## config.mk

```make
export PLATFORM = sky130hd
export DESIGN_NAME = upc_sequencer_flat
export DESIGN_NICKNAME = d
export VERILOG_FILES = /design/src/hdl/ucode_pkg.sv /design/src/hdl/ucode_ifs.sv /design/src/hdl/upc_sequencer.sv /design/src/flat_wrapper.sv
export SDC_FILE = /design/constraint.sdc
export NUM_CORES = 1
export LEC_CHECK = 0
export ABC_AREA = 1
export BUFFER_PORTS_ARGS = -buffer_cell sky130_fd_sc_hd__buf_4
export CAP_MARGIN = 40
export CORE_ASPECT_RATIO = 0.6
export CORE_UTILIZATION = 39
export DETAILED_ROUTE_END_ITERATION = 7
export MAX_ROUTING_LAYER = met4
export PLACE_DENSITY = 0.95
export SLEW_MARGIN = 0
export SYNTH_ARGS = -nofsm -noshare
export SYNTH_HDL_FRONTEND = slang
export SYNTH_SLANG_ARGS = --single-unit
export TNS_END_PERCENT = 5
```

## constraint.sdc

```tcl
create_clock -name clk -period 2.1 [get_ports clk]
set_clock_uncertainty 0.05 [all_clocks]
set_input_delay 0.63 -clock clk [delete_from_list [all_inputs] [get_ports clk]]
set_output_delay 0.63 -clock clk [all_outputs]
set_load 0.1 [all_outputs]
```

## src/hdl/ucode_pkg.sv

```systemverilog
// Microcode store definitions
// Widths of the uPC, opcode, bank and store address, the field
// map of the 24-bit microword and the geometry of the store slices

`default_nettype none

package ucode_pkg;

   ////////////////////////////////////////////////////////////
   // Address and word geometry
   ////////////////////////////////////////////////////////////
   localparam int UPC_WIDTH    = 4;                     // 16 steps per program
   localparam int OPCODE_WIDTH = 4;                     // IR[15:12]
   localparam int BANK_WIDTH   = 2;                     // UCB bank select
   localparam int UADDR_WIDTH  = BANK_WIDTH + OPCODE_WIDTH + UPC_WIDTH;
   localparam int STORE_DEPTH  = 1 << UADDR_WIDTH;      // 1024 microwords

   localparam int SLICE_COUNT  = 3;                     // Byte-wide memories
   localparam int SLICE_WIDTH  = 8;
   localparam int UWORD_WIDTH  = SLICE_COUNT * SLICE_WIDTH;

   typedef logic [UPC_WIDTH-1:0]    upc_t;
   typedef logic [OPCODE_WIDTH-1:0] opcode_t;
   typedef logic [BANK_WIDTH-1:0]   bank_t;
   typedef logic [UADDR_WIDTH-1:0]  uaddr_t;              // {bank, opcode, upc}
   typedef logic [UWORD_WIDTH-1:0]  uword_t;
   typedef logic [SLICE_WIDTH-1:0]  slice_t;

   localparam upc_t UPC_LAST = upc_t'(15);              // Forced end of program

   ////////////////////////////////////////////////////////////
   // Microword field map
   ////////////////////////////////////////////////////////////
   localparam int RUNIT_LSB    = 0;                     // Read unit number
   localparam int RUNIT_WIDTH  = 4;
   localparam int WUNIT_LSB    = 4;                     // Write unit number
   localparam int WUNIT_WIDTH  = 3;
   localparam int OPIF_LSB     = 7;                     // ALU operation
   localparam int OPIF_WIDTH   = 4;
   // CPL CLL STI CLI INCPC STPDR STPAC DEC MEM IO R WEN from bit 11 up
   localparam int STROBE_LSB   = 11;
   localparam int STROBE_WIDTH = 12;
   localparam int END_BIT      = 23;                    // Last word of program

endpackage

`default_nettype wire
```

## src/hdl/ucode_ifs.sv

```systemverilog
// Microcode store interfaces
// ucode_access_if carries reads and writes from the sequencer to
// the store slices, ucode_word_if carries fetched microwords from
// the slices to the control decoder with a ready for buffer space

`default_nettype none

////////////////////////////////////////////////////////////
// Store access
////////////////////////////////////////////////////////////
interface ucode_access_if;

   logic              rd_en;     // Read, data one cycle later
   logic              wr_en;     // Write whole word
   ucode_pkg::uaddr_t addr;
   ucode_pkg::uword_t wr_data;   // Byte i goes to slice i

   modport master (
      output rd_en,
      output wr_en,
      output addr,
      output wr_data
   );

   modport slave (
      input rd_en,
      input wr_en,
      input addr,
      input wr_data
   );

endinterface

////////////////////////////////////////////////////////////
// Fetched microword
////////////////////////////////////////////////////////////
interface ucode_word_if;

   logic                   valid;   // From sequencer
   wire ucode_pkg::uword_t word;    // One byte per slice
   logic                   ready;   // Decoder has room

   modport sequencer (
      output valid,
      input  word,
      input  ready
   );

   modport decoder (
      input  valid,
      input  word,
      output ready
   );

endinterface

`default_nettype wire

```

## src/hdl/upc_sequencer.sv

```systemverilog
// Micro-program counter sequencer
// Accepts an opcode, latches it with the pending bank and steps the
// uPC through the store one read at a time until the end bit or the
// last uPC. While idle it turns load port transfers into store writes

`default_nettype none

module upc_sequencer (
   input  logic                clk,
   input  logic                reset,
   input  logic                instr_valid,
   output logic                instr_ready,
   input  ucode_pkg::opcode_t  instr_opcode,
   input  logic                load_valid,
   output logic                load_ready,
   input  ucode_pkg::uaddr_t   load_addr,
   input  ucode_pkg::uword_t   load_data,
   input  logic                bank_we,
   input  ucode_pkg::bank_t    bank_data,
   ucode_access_if.master      acc,
   ucode_word_if.sequencer     wrd,
   output ucode_pkg::upc_t     upc,
   output ucode_pkg::bank_t    bank
);

   typedef enum logic [1:0] {
      IDLE,                                  // Waiting for opcode or load
      FETCH,                                 // Read pending on ready
      WAIT                                   // Word on its way back
   } state_t;

   state_t             state;
   ucode_pkg::bank_t   pending_bank;         // Written by bank_we
   ucode_pkg::bank_t   active_bank;          // Bank of running program
   ucode_pkg::opcode_t opcode;               // Latched IR[15:12]
   ucode_pkg::upc_t    upc_cnt;
   logic               rd_go;
   logic               word_last;
   logic               accept;

   ////////////////////////////////////////////////////////////
   // Handshakes and store access
   ////////////////////////////////////////////////////////////
   assign instr_ready = (state == IDLE);
   assign load_ready  = (state == IDLE);
   assign accept      = instr_valid && (state == IDLE);

   assign rd_go       = (state == FETCH) && wrd.ready;   // Only with room downstream

   assign acc.rd_en   = rd_go;
   assign acc.wr_en   = load_valid && (state == IDLE);
   assign acc.addr    = (state == IDLE) ? load_addr
                                        : {active_bank, opcode, upc_cnt};
   assign acc.wr_data = load_data;

   // End bit or forced stop at the top of the uPC range
   assign word_last   = wrd.word[ucode_pkg::END_BIT] || (upc_cnt == ucode_pkg::UPC_LAST);

   ////////////////////////////////////////////////////////////
   // FSM, bank registers and uPC
   ////////////////////////////////////////////////////////////
   always_ff @(posedge clk) begin
      if (reset) begin
         state        <= IDLE;
         pending_bank <= '0;
         active_bank  <= '0;
         upc_cnt      <= '0;
         wrd.valid    <= 1'b0;
      end else begin
         wrd.valid <= rd_go;                 // Word lands next cycle
         if (bank_we) begin
            pending_bank <= bank_data;       // Used at next acceptance
         end
         case (state)
            IDLE: begin
               if (accept) begin
                  active_bank <= pending_bank;
                  upc_cnt     <= '0;
                  state       <= FETCH;
               end
            end
            FETCH: begin
               if (rd_go) begin
                  state <= WAIT;
               end
            end
            WAIT: begin
               if (word_last) begin
                  state <= IDLE;             // Program done
               end else begin
                  upc_cnt <= upc_cnt + 1'b1;
                  state   <= FETCH;
               end
            end
            default: begin
               state <= IDLE;
            end
         endcase
      end
   end

   // Opcode is payload
   always_ff @(posedge clk) begin
      if (accept) begin
         opcode <= instr_opcode;
      end
   end

   ////////////////////////////////////////////////////////////
   // Tags that travel with each fetch
   ////////////////////////////////////////////////////////////
   always_ff @(posedge clk) begin
      if (reset) begin
         upc  <= '0;
         bank <= '0;
      end else if (rd_go) begin
         upc  <= upc_cnt;                    // Aligned with wrd.valid
         bank <= active_bank;
      end
   end

endmodule

`default_nettype wire

```

## src/flat_wrapper.sv

```systemverilog
// flat-port wrapper written by rule: the top's interface ports become plain ports
module upc_sequencer_flat 
  (clk, reset, instr_valid, instr_ready, instr_opcode, load_valid, load_ready, load_addr, load_data, bank_we, bank_data, upc, bank, acc_rd_en, acc_wr_en, acc_addr, acc_wr_data, wrd_valid, wrd_word, wrd_ready);
  ucode_access_if acc_i ();
  ucode_word_if wrd_i ();
  input  logic clk;
  input  logic reset;
  input  logic instr_valid;
  output logic instr_ready;
  input  ucode_pkg::opcode_t instr_opcode;
  input  logic load_valid;
  output logic load_ready;
  input  ucode_pkg::uaddr_t load_addr;
  input  ucode_pkg::uword_t load_data;
  input  logic bank_we;
  input  ucode_pkg::bank_t bank_data;
  output ucode_pkg::upc_t upc;
  output ucode_pkg::bank_t bank;
  output wire logic [$bits(acc_i.rd_en)-1:0] acc_rd_en;
  output wire logic [$bits(acc_i.wr_en)-1:0] acc_wr_en;
  output wire logic [$bits(acc_i.addr)-1:0] acc_addr;
  output wire logic [$bits(acc_i.wr_data)-1:0] acc_wr_data;
  output wire logic [$bits(wrd_i.valid)-1:0] wrd_valid;
  input wire logic [$bits(wrd_i.word)-1:0] wrd_word;
  input wire logic [$bits(wrd_i.ready)-1:0] wrd_ready;
  assign acc_rd_en = acc_i.rd_en;
  assign acc_wr_en = acc_i.wr_en;
  assign acc_addr = acc_i.addr;
  assign acc_wr_data = acc_i.wr_data;
  assign wrd_valid = wrd_i.valid;
  assign wrd_i.word = wrd_word;
  assign wrd_i.ready = wrd_ready;
  upc_sequencer u_core (.clk(clk), .reset(reset), .instr_valid(instr_valid), .instr_ready(instr_ready), .instr_opcode(instr_opcode), .load_valid(load_valid), .load_ready(load_ready), .load_addr(load_addr), .load_data(load_data), .bank_we(bank_we), .bank_data(bank_data), .acc(acc_i), .wrd(wrd_i), .upc(upc), .bank(bank));
endmodule
```

* After elaboration in Yosys (flattened, before gate mapping)
Index checks and enable logic that the tools add are counted.
Word-level totals: output and inout bits 45, word-level logic and storage cells 32, bits of input ports 70, flip-flop bits (word level) 21
Cells by class: add/subtract/negate cells 1, reduce and logical (&&, ||, !) cells 9, equal/unequal tests 6, mux-type cells 8
Operator list (number):
- 10-bit two-way mux | 1
- 4-bit two-way mux | 2
- 4-bit one-hot mux with 2 select lines | 1
- 2-bit one-hot mux with 3 select lines | 1
- 4-bit by 1-bit adder with 4-bit output (second input constant) | 1
- 4-bit == test (second input constant) | 1
- 2-bit two-way mux | 2
- 2-bit != test (second input constant) | 2
- 2-bit AND reduction | 2
- 1-bit logical AND | 3
- 3-bit AND reduction | 1
- 2-bit by 1-bit == test with 1-bit output (second input constant) | 1
- 2-bit == test (second input constant) | 1
- 2-bit logical NOT | 1
- 2-bit by 1-bit != test with 1-bit output (second input constant) | 1
- 2-bit nonzero test | 1
- 1-bit logical OR | 1
- 1-bit two-way mux | 1

* Depth between registers and ports, before layout
word-level depth 4, gate-level depth with buffers 7, depth with buffers taken out 7

* Worst setup path before layout
Ideal clock, no wire load.
kind register to output, start point register u_core.state[0], end point output port acc_addr[1], cell stages (with the launch flop) 3, path buffers 0, data required time 1.420 ns, slack -1.281 ns, arrival 2.701 ns, path through dfxtp_1 -> nor2_4 -> o21ai_0
On the way: word-level cells in the longest chain between the ends 2
RTL lines:
- start, declared | line upc_sequencer.sv:32 | state_t state;
- start signal, assigned | line upc_sequencer.sv:64 | state <= IDLE;
- start signal, assigned | line upc_sequencer.sv:79 | state <= FETCH;
- start signal, assigned | line upc_sequencer.sv:84 | state <= WAIT;
- 2-bit logical NOT | line upc_sequencer.sv:52 | assign acc.addr = (state == IDLE) ? load_addr
- 10-bit two-way mux | line upc_sequencer.sv:52
- end, declared | line flat_wrapper.sv:21 | output wire logic [$bits(acc_i.addr)-1:0] acc_addr;
Every way passes these cells.

* Worst setup path in the final report
start point register u_core.state[1], end point output port acc_addr[8]
The elaborated chain is that of the path after synthesis.

==> impl_metrics.py <==
metrics = {
    "clock_tree": {
        "clkSinkCount": 21,
        "cts_tree": "yes",
        "cts-htree-levels": 1,
        "clockBufferDepth": 2,
        "clk_latency_ns": 0.26,
        "clk_pin_slew_ns": 0.07,
        "numCtsBuffers": 3,
        "root_buffer": "clkbuf_8",
        "ctsHoldBuffers": 0,
    },
    "floorplan": {
        "fp-row-count": 15,
        "core_mm2": 0.00289,
        "die_h_um": 45.0,
        "die_width_um": 73.6,
        "io_pins": 115,
        "design.die.area_mm2": 0.00331,
        "start_util_pct": 41.6,
    },
    "pwr": {
        "p_sw_mw": 0.492,
        "power_density_mw_per_mm2": 758,
        "finalPower_mw": 1.22,
        "power_frac_seq_pct": 36.5,
        "switching_share_pct": 40.2,
        "clockPowerShare_pct": 21.4,
        "internal-power_mw": 0.730,
        "leakagePower_nw": 0.757,
        "vdd_drop_max_v": 0.000404,
        "pwr-share-comb_pct": 42.1,
    },
    "synthesis": {
        "synth_nets": 227,
        "synth_top_cell_area_share_pct": 28.3,
        "synth.avg_cell_area_um2": 7.70,
        "synthCells": 156,
        "yosysMostFrequentCell": "nand2_1",
        "synth_area_leader_cell": "dfxtp_1",
        "synth_common_cells": "43 x nand2_1, 26 x buf_4, 17 x dfxtp_1",
        "ys_ff_latch": 21,
        "synth-edff-count": 4,
        "ys.flop_type": "dfxtp_1",
        "synthTopCellsByArea": "dfxtp_1 28%, buf_4 16%, nand2_1 13%, edfxtp_1 10%, nor2_1 4.7%",
        "yosysWarnings": 0,
        "syn_area_mm2": 0.00120,
        "synth_cell_types": 24,
        "ys_async_sr_fraction_pct": 0,
        "ys_seq_area_share_pct": 38.3,
    },
    "sta": {
        "final_min_period_over_clock_period_pct": 99.2,
        "setup_tns_ns": 0,
        "fmax_mhz": 480,
        "tightest_slew_ns": 0.278,
        "rsz0062_at_grt": "true",
        "finalMaxSlewViolations": 0,
        "setup_violations": 0,
        "whs_ns": 0.421,
        "period_needed_ns": 2.08,
        "fin_ws_ns": 0.0164,
        "slew_headroom_pct": 81.4,
        "final_hold_viol_count": 0,
    },
    "placed_design": {
        "io_buffer_count": 43,
        "post-place-ws_ns": 0.151,
        "hpwl_mm": 1.96,
        "placedCellCount": 219,
        "placed_cell_area_mm2": 0.00143,
        "place_congestion": 0.871,
    },
    "worst_setup_path": {
        "cpMostUsedCell": "nand2_1",
        "worst-setup-path-type": "reg -> out",
        "start_kind": "flip-flop",
        "cp.arrival_ns": 1.40,
        "cp-end-kind": "output port",
        "crit_chain": "nor2_4, buf_4, nand2_1, nand2_1, buf_12",
        "worstSetupStartpoint": "u_core.state[1]$_SDFFE_PP0P_",
        "required_ns": 1.42,
        "worstReg2RegStart": "u_core.state[1]$_SDFFE_PP0P_",
        "slowest_delay_ns": 0.35,
        "crit_fanout": 8,
        "crit_slowest_cell": "dfxtp_2",
    },
    "grt": {
        "overflow": 0,
        "grt_pass1_wl_mm": 4.06,
        "track_usage_pct": 17.2,
        "first_global_vias": 883,
        "grt_max_degree": 12,
        "antenna_found_initial": 0,
    },
    "finish": {
        "postLayoutCoreUtil_pct": 55.8,
        "drive_above_1_share_pct": 40.8,
        "fin_nets": 256,
        "stdcell_area_mm2": 0.00161,
        "final_cells": 226,
        "synthToLayoutAreaGrowth_pct": 34.2,
        "diodes": 0,
    },
    "route": {
        "routed_wirelength_mm": 2.73,
        "ant_nets": 0,
        "drt_iter0_drc": 73,
        "first_pass_iters": 4,
        "dr_total_vias": 1048,
        "wl_per_cell_um": 12.1,
        "viasPerCell": 4.64,
        "drc": 0,
    },
    "job": {
        "cap_viol_max_count": 0,
    },
    "hold_path": {
        "hold_start": "u_core.upc[0]$_SDFFE_PP0P_",
        "hold_path.class": "reg -> reg",
    },
    "outcome": {
        "status": "finished, final reports clean",
    },
}
==> cell families after synthesis <==
logic type	synth area share (%)
DFF	38.3
buffers and inverters	21.6
AOI/OAI and AO/OA	8.33
and+or+nand+nor	30.7
adders and majority gates	1.04
==> cells in the final DEF (no fill, tap or decap), drive strengths merged <==
| master | netlist | final |
|---|---|---|
| o21ai | 9 | 9 |
| nand3 | 9 | 9 |
| inv | 12 | 12 |
| nand4 | 1 | 1 |
| nor3 | 2 | 2 |
| nand2 | 45 | 45 |
| a21boi | 1 | 1 |
| nor2 | 17 | 17 |
| edfxtp | 4 | 4 |
| clkbuf | 0 | 4 |
| clkinv | 2 | 2 |
| ha | 1 | 1 |
| dfxtp | 17 | 17 |
| buf | 28 | 52 |
| a21oi | 8 | 8 |
==> registers in the layout, summed over array words and instances, names as in the netlist <==
| name | count |
|---|---|
| u_core.opcode | 4 |
| u_core.upc | 4 |
| u_core.upc_cnt | 4 |
| u_core.active_bank | 2 |
| u_core.bank | 2 |
| u_core.pending_bank | 2 |
| u_core.state | 2 |
| u_core.wrd.valid | 1 |
==> power by group through the flow <==
| stage | Sequential [mW] | Combinational (mW) | Clock [mW] |
|---|---|---|---|
| finish | 0.446 | 0.515 | 0.261 |
| global placement | 0.454 | 0.440 | 0 |
| global route | 0.448 | 0.538 | 0.289 |
| detailed placement | 0.455 | 0.445 | 0 |
| CTS | 0.445 | 0.458 | 0.275 |
| floorplan | 0.482 | 0.523 | 0 |
==> cell type report <==
cell class / count / area [um^2]
clock buffer: 4 / 45.0
fill: 284 / 1280
inverter: 14 / 56.3
multi-input combinational: 93 / 499
sequential: 21 / 462
tap: 42 / 52.6
timing repair buffer: 52 / 497
==> layer usage <==
layer | vias up | GRT usage, % | part of all wire (%)
met5 | - | - | 0
met4 | 0 | 4.23 | 0.84
met3 | 4 | 6.47 | 8.3
met2 | 48 | 25.0 | 46
met1 | 471 | 22.8 | 45
li1 | 525 | - | -
==> critical path, delay by kind of cell (launching register included) <==
| kind | cells | cell delay (ns) |
|---|---|---|
| buffers and inverters | 2 | 0.36 |
| flip-flops | 1 | 0.35 |
| AND/OR/NAND/NOR | 3 | 0.42 |
==> repair_timing <==
item	4_1_cts	5_1_grt
setup buffers	2	1
pin swaps	1	1
gates resized for setup	3	28
setup endpoints to repair	10	10
==> path summary, 6_finish.rpt <==
| kind | endpoint | slack, ns | cells past startpoint |
|---|---|---|---|
| worst max-delay path | acc_addr[8] | 0.02 | 5 |
| worst min-delay path | u_core.upc[0]$_SDFFE_PP0P_ | 0.42 | 2 |
| worst max register to register | u_core.opcode[3]$_DFFE_PP_ | 0.68 | 5 |
| worst min register to register | u_core.upc[0]$_SDFFE_PP0P_ | 0.42 | 2 |
Note: power is estimated with default switching activity, not from simulation.
