<file path="src/hdl/ucode_pkg.sv">
// Microcode store definitions
// Widths of the uPC, opcode, bank and store address, the field
// map of the 24-bit microword and the geometry of the store slices

`default_nettype none

package ucode_pkg;

   ////////////////////////////////////////////////////////////
   // Address and word geometry
   ////////////////////////////////////////////////////////////
   localparam int UPC_WIDTH    = 4;                     // 16 steps per program
   localparam int OPCODE_WIDTH = 4;                     // IR[15:12]
   localparam int BANK_WIDTH   = 2;                     // UCB bank select
   localparam int UADDR_WIDTH  = BANK_WIDTH + OPCODE_WIDTH + UPC_WIDTH;
   localparam int STORE_DEPTH  = 1 << UADDR_WIDTH;      // 1024 microwords

   localparam int SLICE_COUNT  = 3;                     // Byte-wide memories
   localparam int SLICE_WIDTH  = 8;
   localparam int UWORD_WIDTH  = SLICE_COUNT * SLICE_WIDTH;

   typedef logic [UPC_WIDTH-1:0]    upc_t;
   typedef logic [OPCODE_WIDTH-1:0] opcode_t;
   typedef logic [BANK_WIDTH-1:0]   bank_t;
   typedef logic [UADDR_WIDTH-1:0]  uaddr_t;              // {bank, opcode, upc}
   typedef logic [UWORD_WIDTH-1:0]  uword_t;
   typedef logic [SLICE_WIDTH-1:0]  slice_t;

   localparam upc_t UPC_LAST = upc_t'(15);              // Forced end of program

   ////////////////////////////////////////////////////////////
   // Microword field map
   ////////////////////////////////////////////////////////////
   localparam int RUNIT_LSB    = 0;                     // Read unit number
   localparam int RUNIT_WIDTH  = 4;
   localparam int WUNIT_LSB    = 4;                     // Write unit number
   localparam int WUNIT_WIDTH  = 3;
   localparam int OPIF_LSB     = 7;                     // ALU operation
   localparam int OPIF_WIDTH   = 4;
   // CPL CLL STI CLI INCPC STPDR STPAC DEC MEM IO R WEN from bit 11 up
   localparam int STROBE_LSB   = 11;
   localparam int STROBE_WIDTH = 12;
   localparam int END_BIT      = 23;                    // Last word of program

endpackage

`default_nettype wire
</file>
<file path="src/hdl/ctl_bus_pkg.sv">
// Decoded control bus definitions
// Unit counts and the types of the select, operation and strobe
// fields, plus the packed entry held in the decoder output buffer

`default_nettype none

package ctl_bus_pkg;

   localparam int RD_UNITS = 1 << ucode_pkg::RUNIT_WIDTH;   // 16 read units
   localparam int WR_UNITS = 1 << ucode_pkg::WUNIT_WIDTH;   // 8 write units

   typedef logic [RD_UNITS-1:0]                 rd_sel_t;   // One-hot or zero
   typedef logic [WR_UNITS-1:0]                 wr_sel_t;   // One-hot or zero
   typedef logic [ucode_pkg::OPIF_WIDTH-1:0]    opif_t;
   typedef logic [ucode_pkg::STROBE_WIDTH-1:0]  strobe_t;

   // Buffer entry {rd_sel, wr_sel, opif, strobe, end, upc, bank}
   localparam int CTL_WORD_WIDTH = RD_UNITS + WR_UNITS + ucode_pkg::OPIF_WIDTH
                                 + ucode_pkg::STROBE_WIDTH + 1
                                 + ucode_pkg::UPC_WIDTH + ucode_pkg::BANK_WIDTH;
   localparam int CTL_FIFO_DEPTH = 2;

   typedef logic [CTL_WORD_WIDTH-1:0] ctl_word_t;

endpackage

`default_nettype wire

</file>
<file path="src/hdl/ucode_ifs.sv">
// Microcode store interfaces
// ucode_access_if carries reads and writes from the sequencer to
// the store slices, ucode_word_if carries fetched microwords from
// the slices to the control decoder with a ready for buffer space

`default_nettype none


////////////////////////////////////////////////////////////
// Fetched microword
////////////////////////////////////////////////////////////
interface ucode_word_if;

   logic                   valid;   // From sequencer
   wire ucode_pkg::uword_t word;    // One byte per slice
   logic                   ready;   // Decoder has room

   modport sequencer (
      output valid,
      input  word,
      input  ready
   );

   modport decoder (
      input  valid,
      input  word,
      output ready
   );

endinterface

`default_nettype wire

</file>
<file path="src/hdl/control_decoder.sv">
// Microword control decoder
// Turns RUNIT and WUNIT into one-hot selects, passes OPIF and the
// strobes, flags the last word, registers the result and queues it
// in a two-entry buffer in front of the valid/ready control port

`default_nettype none

module control_decoder (
   input  logic                 clk,
   input  logic                 reset,
   ucode_word_if.decoder        wrd,
   input  ucode_pkg::upc_t      upc,
   input  ucode_pkg::bank_t     bank,
   output logic                 ctl_valid,
   input  logic                 ctl_ready,
   output ctl_bus_pkg::rd_sel_t ctl_rd_sel,
   output ctl_bus_pkg::wr_sel_t ctl_wr_sel,
   output ctl_bus_pkg::opif_t   ctl_opif,
   output ctl_bus_pkg::strobe_t ctl_strobe,
   output logic                 ctl_end,
   output ucode_pkg::upc_t      ctl_upc,
   output ucode_pkg::bank_t     ctl_bank
);

   logic [ucode_pkg::RUNIT_WIDTH-1:0] runit;
   logic [ucode_pkg::WUNIT_WIDTH-1:0] wunit;
   ctl_bus_pkg::rd_sel_t   dec_rd_sel;
   ctl_bus_pkg::wr_sel_t   dec_wr_sel;
   logic                   dec_end;
   ctl_bus_pkg::ctl_word_t dec_word;
   logic                   stage_valid;      // Decode register
   ctl_bus_pkg::ctl_word_t stage_word;
   ctl_bus_pkg::ctl_word_t fifo_mem [ctl_bus_pkg::CTL_FIFO_DEPTH];
   logic                   wr_ptr;
   logic                   rd_ptr;
   logic [1:0]             count;            // Buffer occupancy
   logic [2:0]             fill;             // Occupancy plus words in flight
   logic                   push;
   logic                   pop;

   ////////////////////////////////////////////////////////////
   // Field decode
   ////////////////////////////////////////////////////////////
   always_comb begin
      runit      = wrd.word[ucode_pkg::RUNIT_LSB +: ucode_pkg::RUNIT_WIDTH];
      wunit      = wrd.word[ucode_pkg::WUNIT_LSB +: ucode_pkg::WUNIT_WIDTH];
      dec_rd_sel = '0;
      dec_wr_sel = '0;
      if (runit != '0) begin
         dec_rd_sel[runit] = 1'b1;           // Unit 0 is no read
      end
      if (wunit != '0) begin
         dec_wr_sel[wunit] = 1'b1;           // Unit 0 is no write
      end
   end

   assign dec_end  = wrd.word[ucode_pkg::END_BIT] || (upc == ucode_pkg::UPC_LAST);
   assign dec_word = {dec_rd_sel,
                      dec_wr_sel,
                      wrd.word[ucode_pkg::OPIF_LSB +: ucode_pkg::OPIF_WIDTH],
                      wrd.word[ucode_pkg::STROBE_LSB +: ucode_pkg::STROBE_WIDTH],
                      dec_end,
                      upc,
                      bank};

   always_ff @(posedge clk) begin
      if (reset) begin
         stage_valid <= 1'b0;
      end else begin
         stage_valid <= wrd.valid;           // Every valid word is taken
      end
   end

   always_ff @(posedge clk) begin
      if (wrd.valid) begin
         stage_word <= dec_word;
      end
   end

   ////////////////////////////////////////////////////////////
   // Output buffer
   ////////////////////////////////////////////////////////////
   assign push = stage_valid;
   assign pop  = ctl_valid && ctl_ready;

   // Room is counted against words already fetched or decoded
   assign fill      = {1'b0, count} + {2'b00, stage_valid} + {2'b00, wrd.valid};
   assign wrd.ready = (fill < 3'(ctl_bus_pkg::CTL_FIFO_DEPTH));

   always_ff @(posedge clk) begin
      if (push) begin
         fifo_mem[wr_ptr] <= stage_word;
      end
   end

   always_ff @(posedge clk) begin
      if (reset) begin
         wr_ptr <= 1'b0;
         rd_ptr <= 1'b0;
         count  <= '0;
      end else begin
         if (push) begin
            wr_ptr <= ~wr_ptr;
         end
         if (pop) begin
            rd_ptr <= ~rd_ptr;
         end
         case ({push, pop})
            2'b10:   count <= count + 2'd1;
            2'b01:   count <= count - 2'd1;
            default: count <= count;         // Both or neither
         endcase
      end
   end

   assign ctl_valid = (count != '0);
   assign {ctl_rd_sel, ctl_wr_sel, ctl_opif, ctl_strobe,
           ctl_end, ctl_upc, ctl_bank} = fifo_mem[rd_ptr];   // Head held until popped

endmodule

`default_nettype wire

</file>
<file path="src/flat_wrapper.sv">
// flat-port wrapper written by rule: the top's interface ports become plain ports
module control_decoder_flat 
  (clk, reset, upc, bank, ctl_valid, ctl_ready, ctl_rd_sel, ctl_wr_sel, ctl_opif, ctl_strobe, ctl_end, ctl_upc, ctl_bank, wrd_valid, wrd_word, wrd_ready);
  ucode_word_if wrd_i ();
  input  logic clk;
  input  logic reset;
  input  ucode_pkg::upc_t upc;
  input  ucode_pkg::bank_t bank;
  output logic ctl_valid;
  input  logic ctl_ready;
  output ctl_bus_pkg::rd_sel_t ctl_rd_sel;
  output ctl_bus_pkg::wr_sel_t ctl_wr_sel;
  output ctl_bus_pkg::opif_t ctl_opif;
  output ctl_bus_pkg::strobe_t ctl_strobe;
  output logic ctl_end;
  output ucode_pkg::upc_t ctl_upc;
  output ucode_pkg::bank_t ctl_bank;
  input wire logic [$bits(wrd_i.valid)-1:0] wrd_valid;
  input wire logic [$bits(wrd_i.word)-1:0] wrd_word;
  output wire logic [$bits(wrd_i.ready)-1:0] wrd_ready;
  assign wrd_i.valid = wrd_valid;
  assign wrd_i.word = wrd_word;
  assign wrd_ready = wrd_i.ready;
  control_decoder u_core (.clk(clk), .reset(reset), .wrd(wrd_i), .upc(upc), .bank(bank), .ctl_valid(ctl_valid), .ctl_ready(ctl_ready), .ctl_rd_sel(ctl_rd_sel), .ctl_wr_sel(ctl_wr_sel), .ctl_opif(ctl_opif), .ctl_strobe(ctl_strobe), .ctl_end(ctl_end), .ctl_upc(ctl_upc), .ctl_bank(ctl_bank));
endmodule
</file>
<file path="config.mk">
export PLATFORM = sky130hd
export DESIGN_NAME = control_decoder_flat
export DESIGN_NICKNAME = d
export VERILOG_FILES = /design/src/hdl/ucode_pkg.sv /design/src/hdl/ctl_bus_pkg.sv /design/src/hdl/ucode_ifs.sv /design/src/hdl/control_decoder.sv /design/src/flat_wrapper.sv
export SDC_FILE = /design/constraint.sdc
export NUM_CORES = 1
export LEC_CHECK = 0
export ABC_AREA = 1
export ABC_CLOCK_PERIOD_IN_PS = 8100
export BUFFER_PORTS_ARGS = -buffer_cell sky130_fd_sc_hd__buf_4
export CORE_ASPECT_RATIO = 0.5
export CORE_MARGIN = 3
export CORE_UTILIZATION = 40
export CTS_BUF_LIST = sky130_fd_sc_hd__clkbuf_16
export CTS_CLUSTER_SIZE = 12
export DETAILED_ROUTE_END_ITERATION = 7
export GPL_ROUTABILITY_DRIVEN = 0
export SLEW_MARGIN = 20
export SYNTH_ARGS = -nofsm -noshare
export SYNTH_HDL_FRONTEND = slang
export SYNTH_SLANG_ARGS = --single-unit
</file>
<file path="constraint.sdc">
create_clock -name clk -period 8.1 [get_ports clk]
set_input_delay 1.215 -clock clk [delete_from_list [all_inputs] [get_ports clk]]
set_output_delay 1.215 -clock clk [all_outputs]
set_load 0.01 [all_outputs]
</file>
# After elaboration in Yosys (flattened, before gate mapping)
# Memory sizes are Yosys's and may differ from the RTL's. A register that Yosys moved wholly into a read port is not among the register bits.
# Index checks and enable logic that the tools add are counted.
[totals]
reg_bits = 52
latch_bits = 0
ramBits = 94
mem_bits_ro = 0
word_cells = 39
n_memories = 1
[mem_list]
columns = ["name", "words", "width", "rd", "rd_ports_with_merged_regs", "write_ports", "line_no", "text"]
rows = [
  ["u_core.fifo_mem", 2, 47, 1, 1, 1, "control_decoder.sv:33", "ctl_bus_pkg::ctl_word_t fifo_mem [ctl_bus_pkg::CTL_FIFO_DEPTH];"],
]
[op_classes]
n_addsub = 4
multipliers = 0
div = 0
magnitude_cmp = 5
eq_ne = 3
n_shift = 0
mux = 9
n_bitwise = 2
reduce_logical = 8
[ops]
columns = ["op", "n"]
rows = [
  ["1-bit 2-to-1 mux", 6],
  ["4-bit by 5-bit less-than comparator with 1-bit output, second input constant", 1],
  ["1-bit demux with 4-bit select", 1],
  ["4-bit equality test, second input constant", 1],
  ["4-bit by 1-bit >= comparator with 1-bit output, second input constant", 1],
  ["3-bit by 4-bit less-than comparator with 1-bit output, second input constant", 1],
  ["2-bit one-hot mux with 2 select lines", 1],
  ["2-bit nonzero test", 2],
  ["4-bit nonzero test", 1],
  ["2-bit by 1-bit adder with 3-bit output", 1],
  ["3-bit by 1-bit adder with 3-bit output", 1],
  ["1-bit demux with 3-bit select", 1],
  ["3-bit by 1-bit >= comparator with 1-bit output, second input constant", 1],
  ["1-bit logical AND", 3],
  ["3-bit by 2-bit less-than comparator with 1-bit output, second input constant", 1],
  ["3-bit nonzero test", 1],
  ["2-bit by 1-bit adder with 2-bit output, second input constant", 1],
  ["2-bit by 1-bit equality test with 1-bit output, second input constant", 1],
  ["2-bit equality test, second input constant", 1],
  ["1-bit NOT", 2],
  ["2-bit by 1-bit subtractor with 2-bit output, second input constant", 1],
  ["1-bit logical OR", 1],
]

# Depth between registers and ports, before layout
# Gate-level depths: netlist of run 1.
[depth]
word_depth = 4
ltp_mapped = 10
ltp_nobuf = 10

# Worst setup path after synthesis of run 1
# Ideal clock, no wire load.
[synth_timing]
path_type = "input to output"
start = "input wrd_valid"
end = "output wrd_ready"
arrival_time_ns = 1.747
slack_ns = 5.138
path_stages = 4
path_buffers = 0
cell_sequence = "ha_1 a21oi_1 nand2_1 inv_1"
[synth_via]
elab_chain_cells = 2
[synth_rtl]
columns = ["element", "line_no", "text"]
rows = [
  ["start, declared", "flat_wrapper.sv:18", "input wire logic [$bits(wrd_i.valid)-1:0] wrd_valid;"],
  ["3-bit by 1-bit adder with 3-bit output", "control_decoder.sv:87", "assign fill = {1'b0, count} + {2'b00, stage_valid} + {2'b00, wrd.valid};"],
  ["3-bit by 2-bit less-than comparator with 1-bit output", "control_decoder.sv:88", "assign wrd.ready = (fill < 3'(ctl_bus_pkg::CTL_FIFO_DEPTH));"],
  ["end, declared", "flat_wrapper.sv:20", "output wire logic [$bits(wrd_i.ready)-1:0] wrd_ready;"],
]
# Every way passes these cells.

# Final worst setup path of run 1
# Ends and elaborated chain as after synthesis.

==> results of run 1 <==
cells by family (layout without fill, tap and decap cells):
| logic type | count (synthesis) | in the layout | synth area share (%) |
|---|---|---|---|
| AO/OA/AOI/OAI | 4 | 4 | 0.372 |
| adder cells (fa/ha/maj) | 2 | 2 | 0.465 |
| buffers and inverters | 24 | 135 | 2.26 |
| flip-flops | 147 | 147 | 81.0 |
| multiplexers | 47 | 47 | 11.9 |
| other | 1 | 2 | 0.0697 |
| AND/OR/NAND/NOR | 52 | 52 | 3.91 |
layout by cell type, fill, tap and decap left out, types with 3 or more instances in the layout:
cell,netlist,layout
buf_4,0,84
bufinv_16,0,4
clkbuf_16,0,17
clkinv_1,0,3
clkinv_2,0,3
clkinv_4,0,3
clkinvlp_4,0,3
dfxtp_1,6,5
edfxtp_1,141,141
inv_1,19,18
mux2_2,17,17
mux2_4,30,30
nand2_1,17,17
nor2_1,25,24
nor3_1,8,8
worst max-delay path: stages:
cell and delay (ps):
buf_4 510, ha_1 340, a21oi_1 140, nand2_1 60, inv_1 50, buf_4 110
how the worst max path moves through the flow:
stage	start	endpoint	slack (ps)	cells past startpoint
global placement	wrd_valid	wrd_ready	4430	6
global route	wrd_valid	wrd_ready	4290	6
CTS	wrd_valid	wrd_ready	4410	6
floorplan	wrd_valid	wrd_ready	5140	4
detailed placement	wrd_valid	wrd_ready	4400	6
finish	wrd_valid	wrd_ready	4430	6
registers in the layout (all words and copies together) (netlist names), named ones only:
register	flops
u_core.count	2
u_core.fifo_mem	94
u_core.push	1
u_core.rd_ptr	1
u_core.stage_word	47
u_core.wr_ptr	1
final cells by class:
type / instances / area (µm²)
clock buffers: 17 / 425
flip-flops and latches: 147 / 4360
repair buffers: 84 / 631
multi-input cells: 107 / 912
fillers: 1040 / 6080
well taps: 170 / 213
clock inverters: 15 / 190
inverters: 19 / 72.6
layer usage:
layer	global-route usage, %	routed length (µm)	vias to the layer above
met5	0	0	-
met4	4.86	61	0
met3	4.60	402	4
met2	21.2	4690	55
met1	13.4	3610	1290
li1	-	-	1233
per-stage QoR:
step / cells / hold WS (ps)
global route: 559 / 449
detailed placement: 527 / 431
CTS: 559 / 443
floorplan: 278 / 421
global placement: 527 / 422
finish: 559 / 441
power by group:
part | internal (µW) | switching, µW | leakage (µW)
combinational | 87.5 | 76.3 | 0.000891
sequential | 879 | 18.8 | 0.00137
clock | 512 | 287 | 0.000291
total | 1480 | 382 | 0.00255
==> impl_metrics.ini, run 1 <==
[timing]
finalSetupTns_ps = 0
period_share_pct = 45.3
setup_violations = 0
fmax_mhz = 272
worstMarginPinSlew_ps = 853
fin_crit_ps = 3670
finalMaxSlewViolations = 0
relSlewSlack_pct = 43.1
skew_ps = 5.82
post-route-worst-setup-slack_ps = 4430
rsz0062_at_grt = false
hold_violations = 0

[power_and_ir_drop]
peakVddDrop_uv = 118
power_uw = 1860
p_leak_uw = 0.00255
cellPowerDensity_nw_per_um2 = 274

[die]
coreArea_um2 = 12900
die_h_um = 88.0
ioPinCount = 83
rows = 29
die_x_um = 170
start_util_pct = 41.7
die-area_um2 = 15000

[global_route]
grt_pass1_wl_um = 13300
grt_max_degree = 50
grt_pass1_vias = 2709
grt_use_total_pct = 12.0
grt-ovfl-total = 0
antenna_found_initial = 0

[flow_run]
drv_cap = 0

[final_layout]
final_nets = 412
drive_above_1_share_pct = 41.9
finish.utilization_pct = 52.8
fin_area_um2 = 6800
syn_to_final_growth_pct = 26.5
antenna_cells = 0

[cts]
post_cts_resized = 0
hold_buffers = 0
cts_sinks = 147
clk_latency_ps = 400
cts-root-buf = clkbuf_16
cts_tree = yes
cts_buffer_depth = 2
clkTransAtPathRegs_ps = 60
cts_made_buffers = 17
h-tree-depth = 4
cts_setup_buffers = 0

[worst_setup_path]
crit_required_ps = 6880
r2r-start = u_core.push
crit_type = primary input to primary output
ff2ff_setup_slack_ps = 6360
cp-start-kind = primary input
arrival_ps = 2460
end_kind = primary output
rr_endpoint = u_core.fifo_mem[0][34]
r2r_cells = 3
worstPathMaxFanout = 49

[route]
drc = 0
wl_um = 8760
vias = 2582
drt_iter0_markers = 176
detail_route.vias_per_cell = 4.62
ant_nets = 0
wl_per_cell_um = 15.7
first_pass_iters = 4

[synth]
yosysWarningCount = 0
synth_top_area_cell = edfxtp_1
synth.distinct_cells = 15
yosysTopAreaCellShare_pct = 78.8
synth_edf_count = 141
synthCells = 277
yosysSeqAreaShare_pct = 81.0
synth_area_um2 = 5380
avgSynthCellArea_um2 = 19.4
postSynth.asyncResetShare_pct = 0
synth_area_leaders = edfxtp_1, mux2_4, mux2_2, dfxtp_1, nor2_1
synth_top_flop_cell = edfxtp_1
ys_top_cells_by_count = edfxtp_1, mux2_4, nor2_1
ys_ff_latch = 147
yosysMostFrequentCell = edfxtp_1

[min_path]
hp-start = u_core.stage_word[36]
hold-path-cell-count = 0
hold_path.class = register to register
min_to = u_core.fifo_mem[1][36]

[placement]
dp_slack_ps = 4400
place_area_um2 = 6180
hpwl_um = 5510
numPortBuffers = 82

[status]
status = completed
(Power assumes the default switching activity.)
==> run 2: changes to the inputs <==
ABC_AREA = 0   (was 1)
ABC_CLOCK_PERIOD_IN_PS = 3600   (was 8100)
clock period = 3.6 ns   (was 8.1 ns; I/O delays follow)
==> impl_metrics.ini, run 2 <==
[status]
status = completed

[power_and_ir_drop]
p_leak_uw = 0.00239
cellPowerDensity_nw_per_um2 = 652
peakVddDrop_uv = 322

[worst_setup_path]
r2r-start = u_core.push
crit_required_ps = 3060
arrival_ps = 2160
end_kind = primary output
path_common_cell = buf_4
crit_buf_inv = 2
crit_chain = buf_4 > mux2_1 > buf_4
cp_top_family = flip-flops
cpPeakStageDelay_ps = 780
crit_type = register to primary output
slowest_stage = dfxtp_2
cp-start-kind = register
r2r_cells = 3
worstPathMaxFanout = 28
crit_cells = 3

[die]
rows = 28
coreArea_um2 = 12300
ioPinCount = 83
die-area_um2 = 14500
die_h_um = 86.7
start_util_pct = 42.5
die_x_um = 167

[min_path]
hold_path.class = primary input to register
hold-path-cell-count = 1
hp-start = wrd_word[14]

[synth]
yosysMostFrequentCell = edfxtp_1
synthCells = 250
synth_top_area_cell = edfxtp_1
synth_area_leaders = edfxtp_1, mux2_1, dfxtp_1, nor2_1, nor3_1
synth.distinct_cells = 26
ys_ff_latch = 147
postSynth.asyncResetShare_pct = 0
avgSynthCellArea_um2 = 20.9
yosysWarningCount = 0
yosysSeqAreaShare_pct = 83.5
synth_edf_count = 141
yosysTopAreaCellShare_pct = 81.2
synth_area_um2 = 5210
synth_top_flop_cell = edfxtp_1
ys_top_cells_by_count = edfxtp_1, mux2_1, nor2_1

[final_layout]
largest_reg_flops = 94
drive_above_1_share_pct = 32.0
syn_to_final_growth_pct = 27.8
final_cell_mix = edfxtp_1, buf_4, mux2_1
final_nets = 387
final_common_cell = edfxtp_1
top_regs = u_core.fifo_mem: 94 flops, u_core.stage_word: 47 flops, u_core.count: 2 flops
antenna_cells = 0
regMostFlops = u_core.fifo_mem

[timing]
fmax_mhz = 370
worstMarginPinSlew_ps = 969
fin_crit_ps = 2700
rsz0062_at_grt = false
relSlewSlack_pct = 35.2
skew_ps = 10.2
hold_violations = 0
period_share_pct = 75.0
finalSetupTns_ps = 0
setup_violations = 0
finalMaxSlewViolations = 0
post-route-worst-setup-slack_ps = 899

[cts]
cts_buffer_depth = 2
clkTransAtPathRegs_ps = 60
cts_setup_buffers = 0
cts_made_buffers = 17
clk_latency_ps = 410
cts_sinks = 147
cts_tree = yes
post_cts_resized = 0
hold_buffers = 0
h-tree-depth = 4
cts-root-buf = clkbuf_16

[route]
wl_per_cell_um = 16.4
drt_iter0_markers = 124
wl_um = 8630
first_pass_iters = 4
detail_route.vias_per_cell = 4.68
vias = 2467
drc = 0
ant_nets = 0

[global_route]
grt_use_total_pct = 12.8
antenna_found_initial = 0
grt-ovfl-total = 0
grt_pass1_vias = 2719
grt_pass1_wl_um = 13800
grt_max_degree = 49

[flow_run]
drv_cap = 0

[placement]
dp_slack_ps = 1270
numPortBuffers = 82
hpwl_um = 5440
[run 2: changes by cell type in the layout (fill, tap and decap cells not counted), moves of 3 or more]
cell / before / now
mux2_2: 17 / 0
nor2_1: 24 / 14
xnor2_1: 0 / 3
mux2_4: 30 / 0
inv_1: 18 / 2
nand2_1: 17 / 3
mux2_1: 0 / 47
nor3b_1: 0 / 3
nand2b_1: 0 / 4
[run 2: cells by family (layout without fill, tap and decap cells)]
kind of cell               after synthesis  in the layout  synth area share, %
buffers and inverters                    6            117                0.696
AOI/OAI and AO/OA                        5              5                0.696
other                                    1              2               0.0719
muxes                                   47             47                 10.2
adders and majority gates                2              2                0.480
DFF                                    147            147                 83.5
xor gates and xnor gates                 4              4                0.672
and+or+nand+nor                         38             38                 3.72
[run 2: report_power, final]
part / leakage (µW) / internal [µW] / switching [µW]
Clock: 0.000288 / 1140 / 621
Sequential: 0.00137 / 1990 / 76.7
Combinational: 0.000734 / 278 / 239
[run 2: final timing paths]
| path | end | slack, ps |
|---|---|---|
| worst max-delay path | ctl_rd_sel[13] | 900 |
| worst min-delay path | u_core.stage_word[10] | 300 |
| worst max register to register | u_core.fifo_mem[0][14] | 1640 |
| worst min register to register | u_core.fifo_mem[0][32] | 450 |
[run 2: layer usage]
| metal | wire [µm] | part of all wire, % | vias to the layer above | track usage, % |
|---|---|---|---|---|
| met5 | 0 | 0 | - | 0 |
| met4 | 128 | 1.5 | 0 | 5.79 |
| met3 | 378 | 4.4 | 11 | 4.74 |
| met2 | 4390 | 51 | 50 | 21.6 |
| met1 | 3740 | 43 | 1233 | 14.8 |
| li1 | - | - | 1173 | - |
[run 2: final cells by class]
class,instances,area (µm²)
clock buffer,17,425
clock inverter,13,169
fill,991,5600
inverter,1,3.75
multi-input combinational,98,836
sequential,147,4360
tap,165,206
timing repair buffer,86,666
[run 2: stage by stage]
step                power [µW]  util (%)  instance area (µm²)  instances  hold WS (ps)
global route              4530      54.3                 6660        527           279
floorplan                 2350         -                 5220        251           421
finish                    4340      54.3                 6660        527           304
CTS                       4400      54.3                 6660        527           288
detailed placement        2630      49.5                 6070        497           431
global placement          2610      49.3                 6040        496           423
==> run 3: changes to the inputs <==
ABC_CLOCK_PERIOD_IN_PS = 2650   (was 3600)
clock period = 2.65 ns   (was 3.6 ns; I/O delays follow)
==> impl_metrics.ini, run 3 (synthesized netlist as in run 2, its figures left out) <==
[worst_setup_path]
r2r-start = u_core.push
crit_required_ps = 2250
critPathCapture = ctl_rd_sel[3]
cp-start-kind = register
rr_endpoint = u_core.fifo_mem[0][10]
end_kind = primary output
crit_type = register to primary output
ff2ff_setup_slack_ps = 1030
worstPathMaxFanout = 27
r2r_cells = 3
arrival_ps = 1610

[min_path]
hold_path.class = primary input to register

[route]
detail_route.vias_per_cell = 4.62
wl_per_cell_um = 16.2
ant_nets = 0
wl_um = 8570
first_pass_iters = 4
drt_iter0_markers = 130
vias = 2451
drc = 0

[flow_run]
drv_cap = 0

[global_route]
grt_use_total_pct = 12.4
grt_pass1_wl_um = 13400
grt-ovfl-total = 0
antenna_found_initial = 0
grt_pass1_vias = 2641
grt_max_degree = 49

[die]
rows = 28
die_h_um = 86.7
ioPinCount = 83
die-area_um2 = 14500
start_util_pct = 42.5
die_x_um = 167
coreArea_um2 = 12300

[final_layout]
antenna_cells = 0
layout.area.seq_um2 = 4360
drive_above_1_share_pct = 32.9
largest_reg_flops = 94
regMostFlops = u_core.fifo_mem
syn_to_final_growth_pct = 26.9
final_nets = 389
multi_input_area_um2 = 836
final_cell_mix = edfxtp_1, buf_4, mux2_1
fillers = 1014
final_common_cell = edfxtp_1
top_regs = u_core.fifo_mem: 94 flops, u_core.stage_word: 47 flops, u_core.count: 2 flops

[cts]
cts_tree = yes
cts_made_buffers = 17
h-tree-depth = 4
clkTransAtPathRegs_ps = 60
cts-root-buf = clkbuf_16
cts_buffer_depth = 2
hold_buffers = 0
cts_setup_buffers = 0
post_cts_resized = 0
clk_latency_ps = 410
cts_sinks = 147

[status]
status = completed

[power_and_ir_drop]
peakVddDrop_uv = 416
swShare_pct = 23.1
pwr-share-clk_pct = 38.1
internal-power_uw = 4360
cellPowerDensity_nw_per_um2 = 857
p_leak_uw = 0.00237
p_comb_share_pct = 13.2
p_switching_uw = 1310
seq_power_share_pct = 48.6

[timing]
setup_violations = 0
fmax_mhz = 497
period_share_pct = 75.9
whs_ps = 161
fin_crit_ps = 2010
relSlewSlack_pct = 56.2
finalMaxSlewViolations = 0
worstMarginPinSlew_ps = 658
rsz0062_at_grt = false
finalSetupTns_ps = 0
hold_violations = 0
skew_ps = 9.15

[placement]
hpwl_um = 5550
numPortBuffers = 82
## run 3: changes by cell type in the layout (fill, tap and decap cells not counted), sizes merged
cell	previous run	this run
bufinv	4	1
buf	86	88
clkinv	6	8
clkinvlp	2	3
inv	2	3
## run 3: power by group through the flow
stage	logic (µW)	registers [µW]	clock network, µW
3_5_place_dp	770	2810	0
5_1_grt	819	2770	2330
3_3_place_gp	759	2790	0
2_1_floorplan	407	2790	0
6_report	751	2760	2160
4_1_cts	774	2760	2230
## run 3: cell type report
type,count,share of cell area (%)
sequential,147,65.8
tap,165,3.12
clock buffer,17,6.43
multi-input combinational,98,12.6
clock inverter,14,1.78
inverter,1,0.0567
timing repair buffer,88,10.2
## run 3: worst min-delay path by stage
stage	from	to	slack, ps	depth (start not counted)
2_1_floorplan	u_core.stage_word[0]	u_core.fifo_mem[0][0]	420	0
3_3_place_gp	u_core.stage_word[11]	u_core.fifo_mem[0][11]	420	0
3_5_place_dp	u_core.stage_word[9]	u_core.fifo_mem[1][9]	430	0
4_1_cts	wrd_word[7]	u_core.stage_word[19]	140	1
5_1_grt	wrd_word[20]	u_core.stage_word[16]	140	1
6_report	wrd_word[7]	u_core.stage_word[19]	160	1
## run 3: metrics by stage
stage	setup slack [ps]	util [%]	area [µm²]	std cells	total power, µW
2_1_floorplan	590	-	5220	251	3190
3_3_place_gp	942	49.5	6070	499	3550
3_5_place_dp	957	49.5	6070	499	3580
4_1_cts	596	54.0	6620	530	5760
5_1_grt	546	54.0	6620	530	5920
6_report	639	54.0	6620	530	5670
## run 3: metal layers
layer | GRT usage (%) | wire [µm]
met2 | 21.1 | 4280
met3 | 4.60 | 461
met1 | 14.2 | 3730
met4 | 5.79 | 105
met5 | 0 | 0
## run 3: worst max-delay path, cell delays in order (launching register included)
cell	delay, ps
dfxtp_2	320
buf_4	340
mux2_1	380
buf_4	150
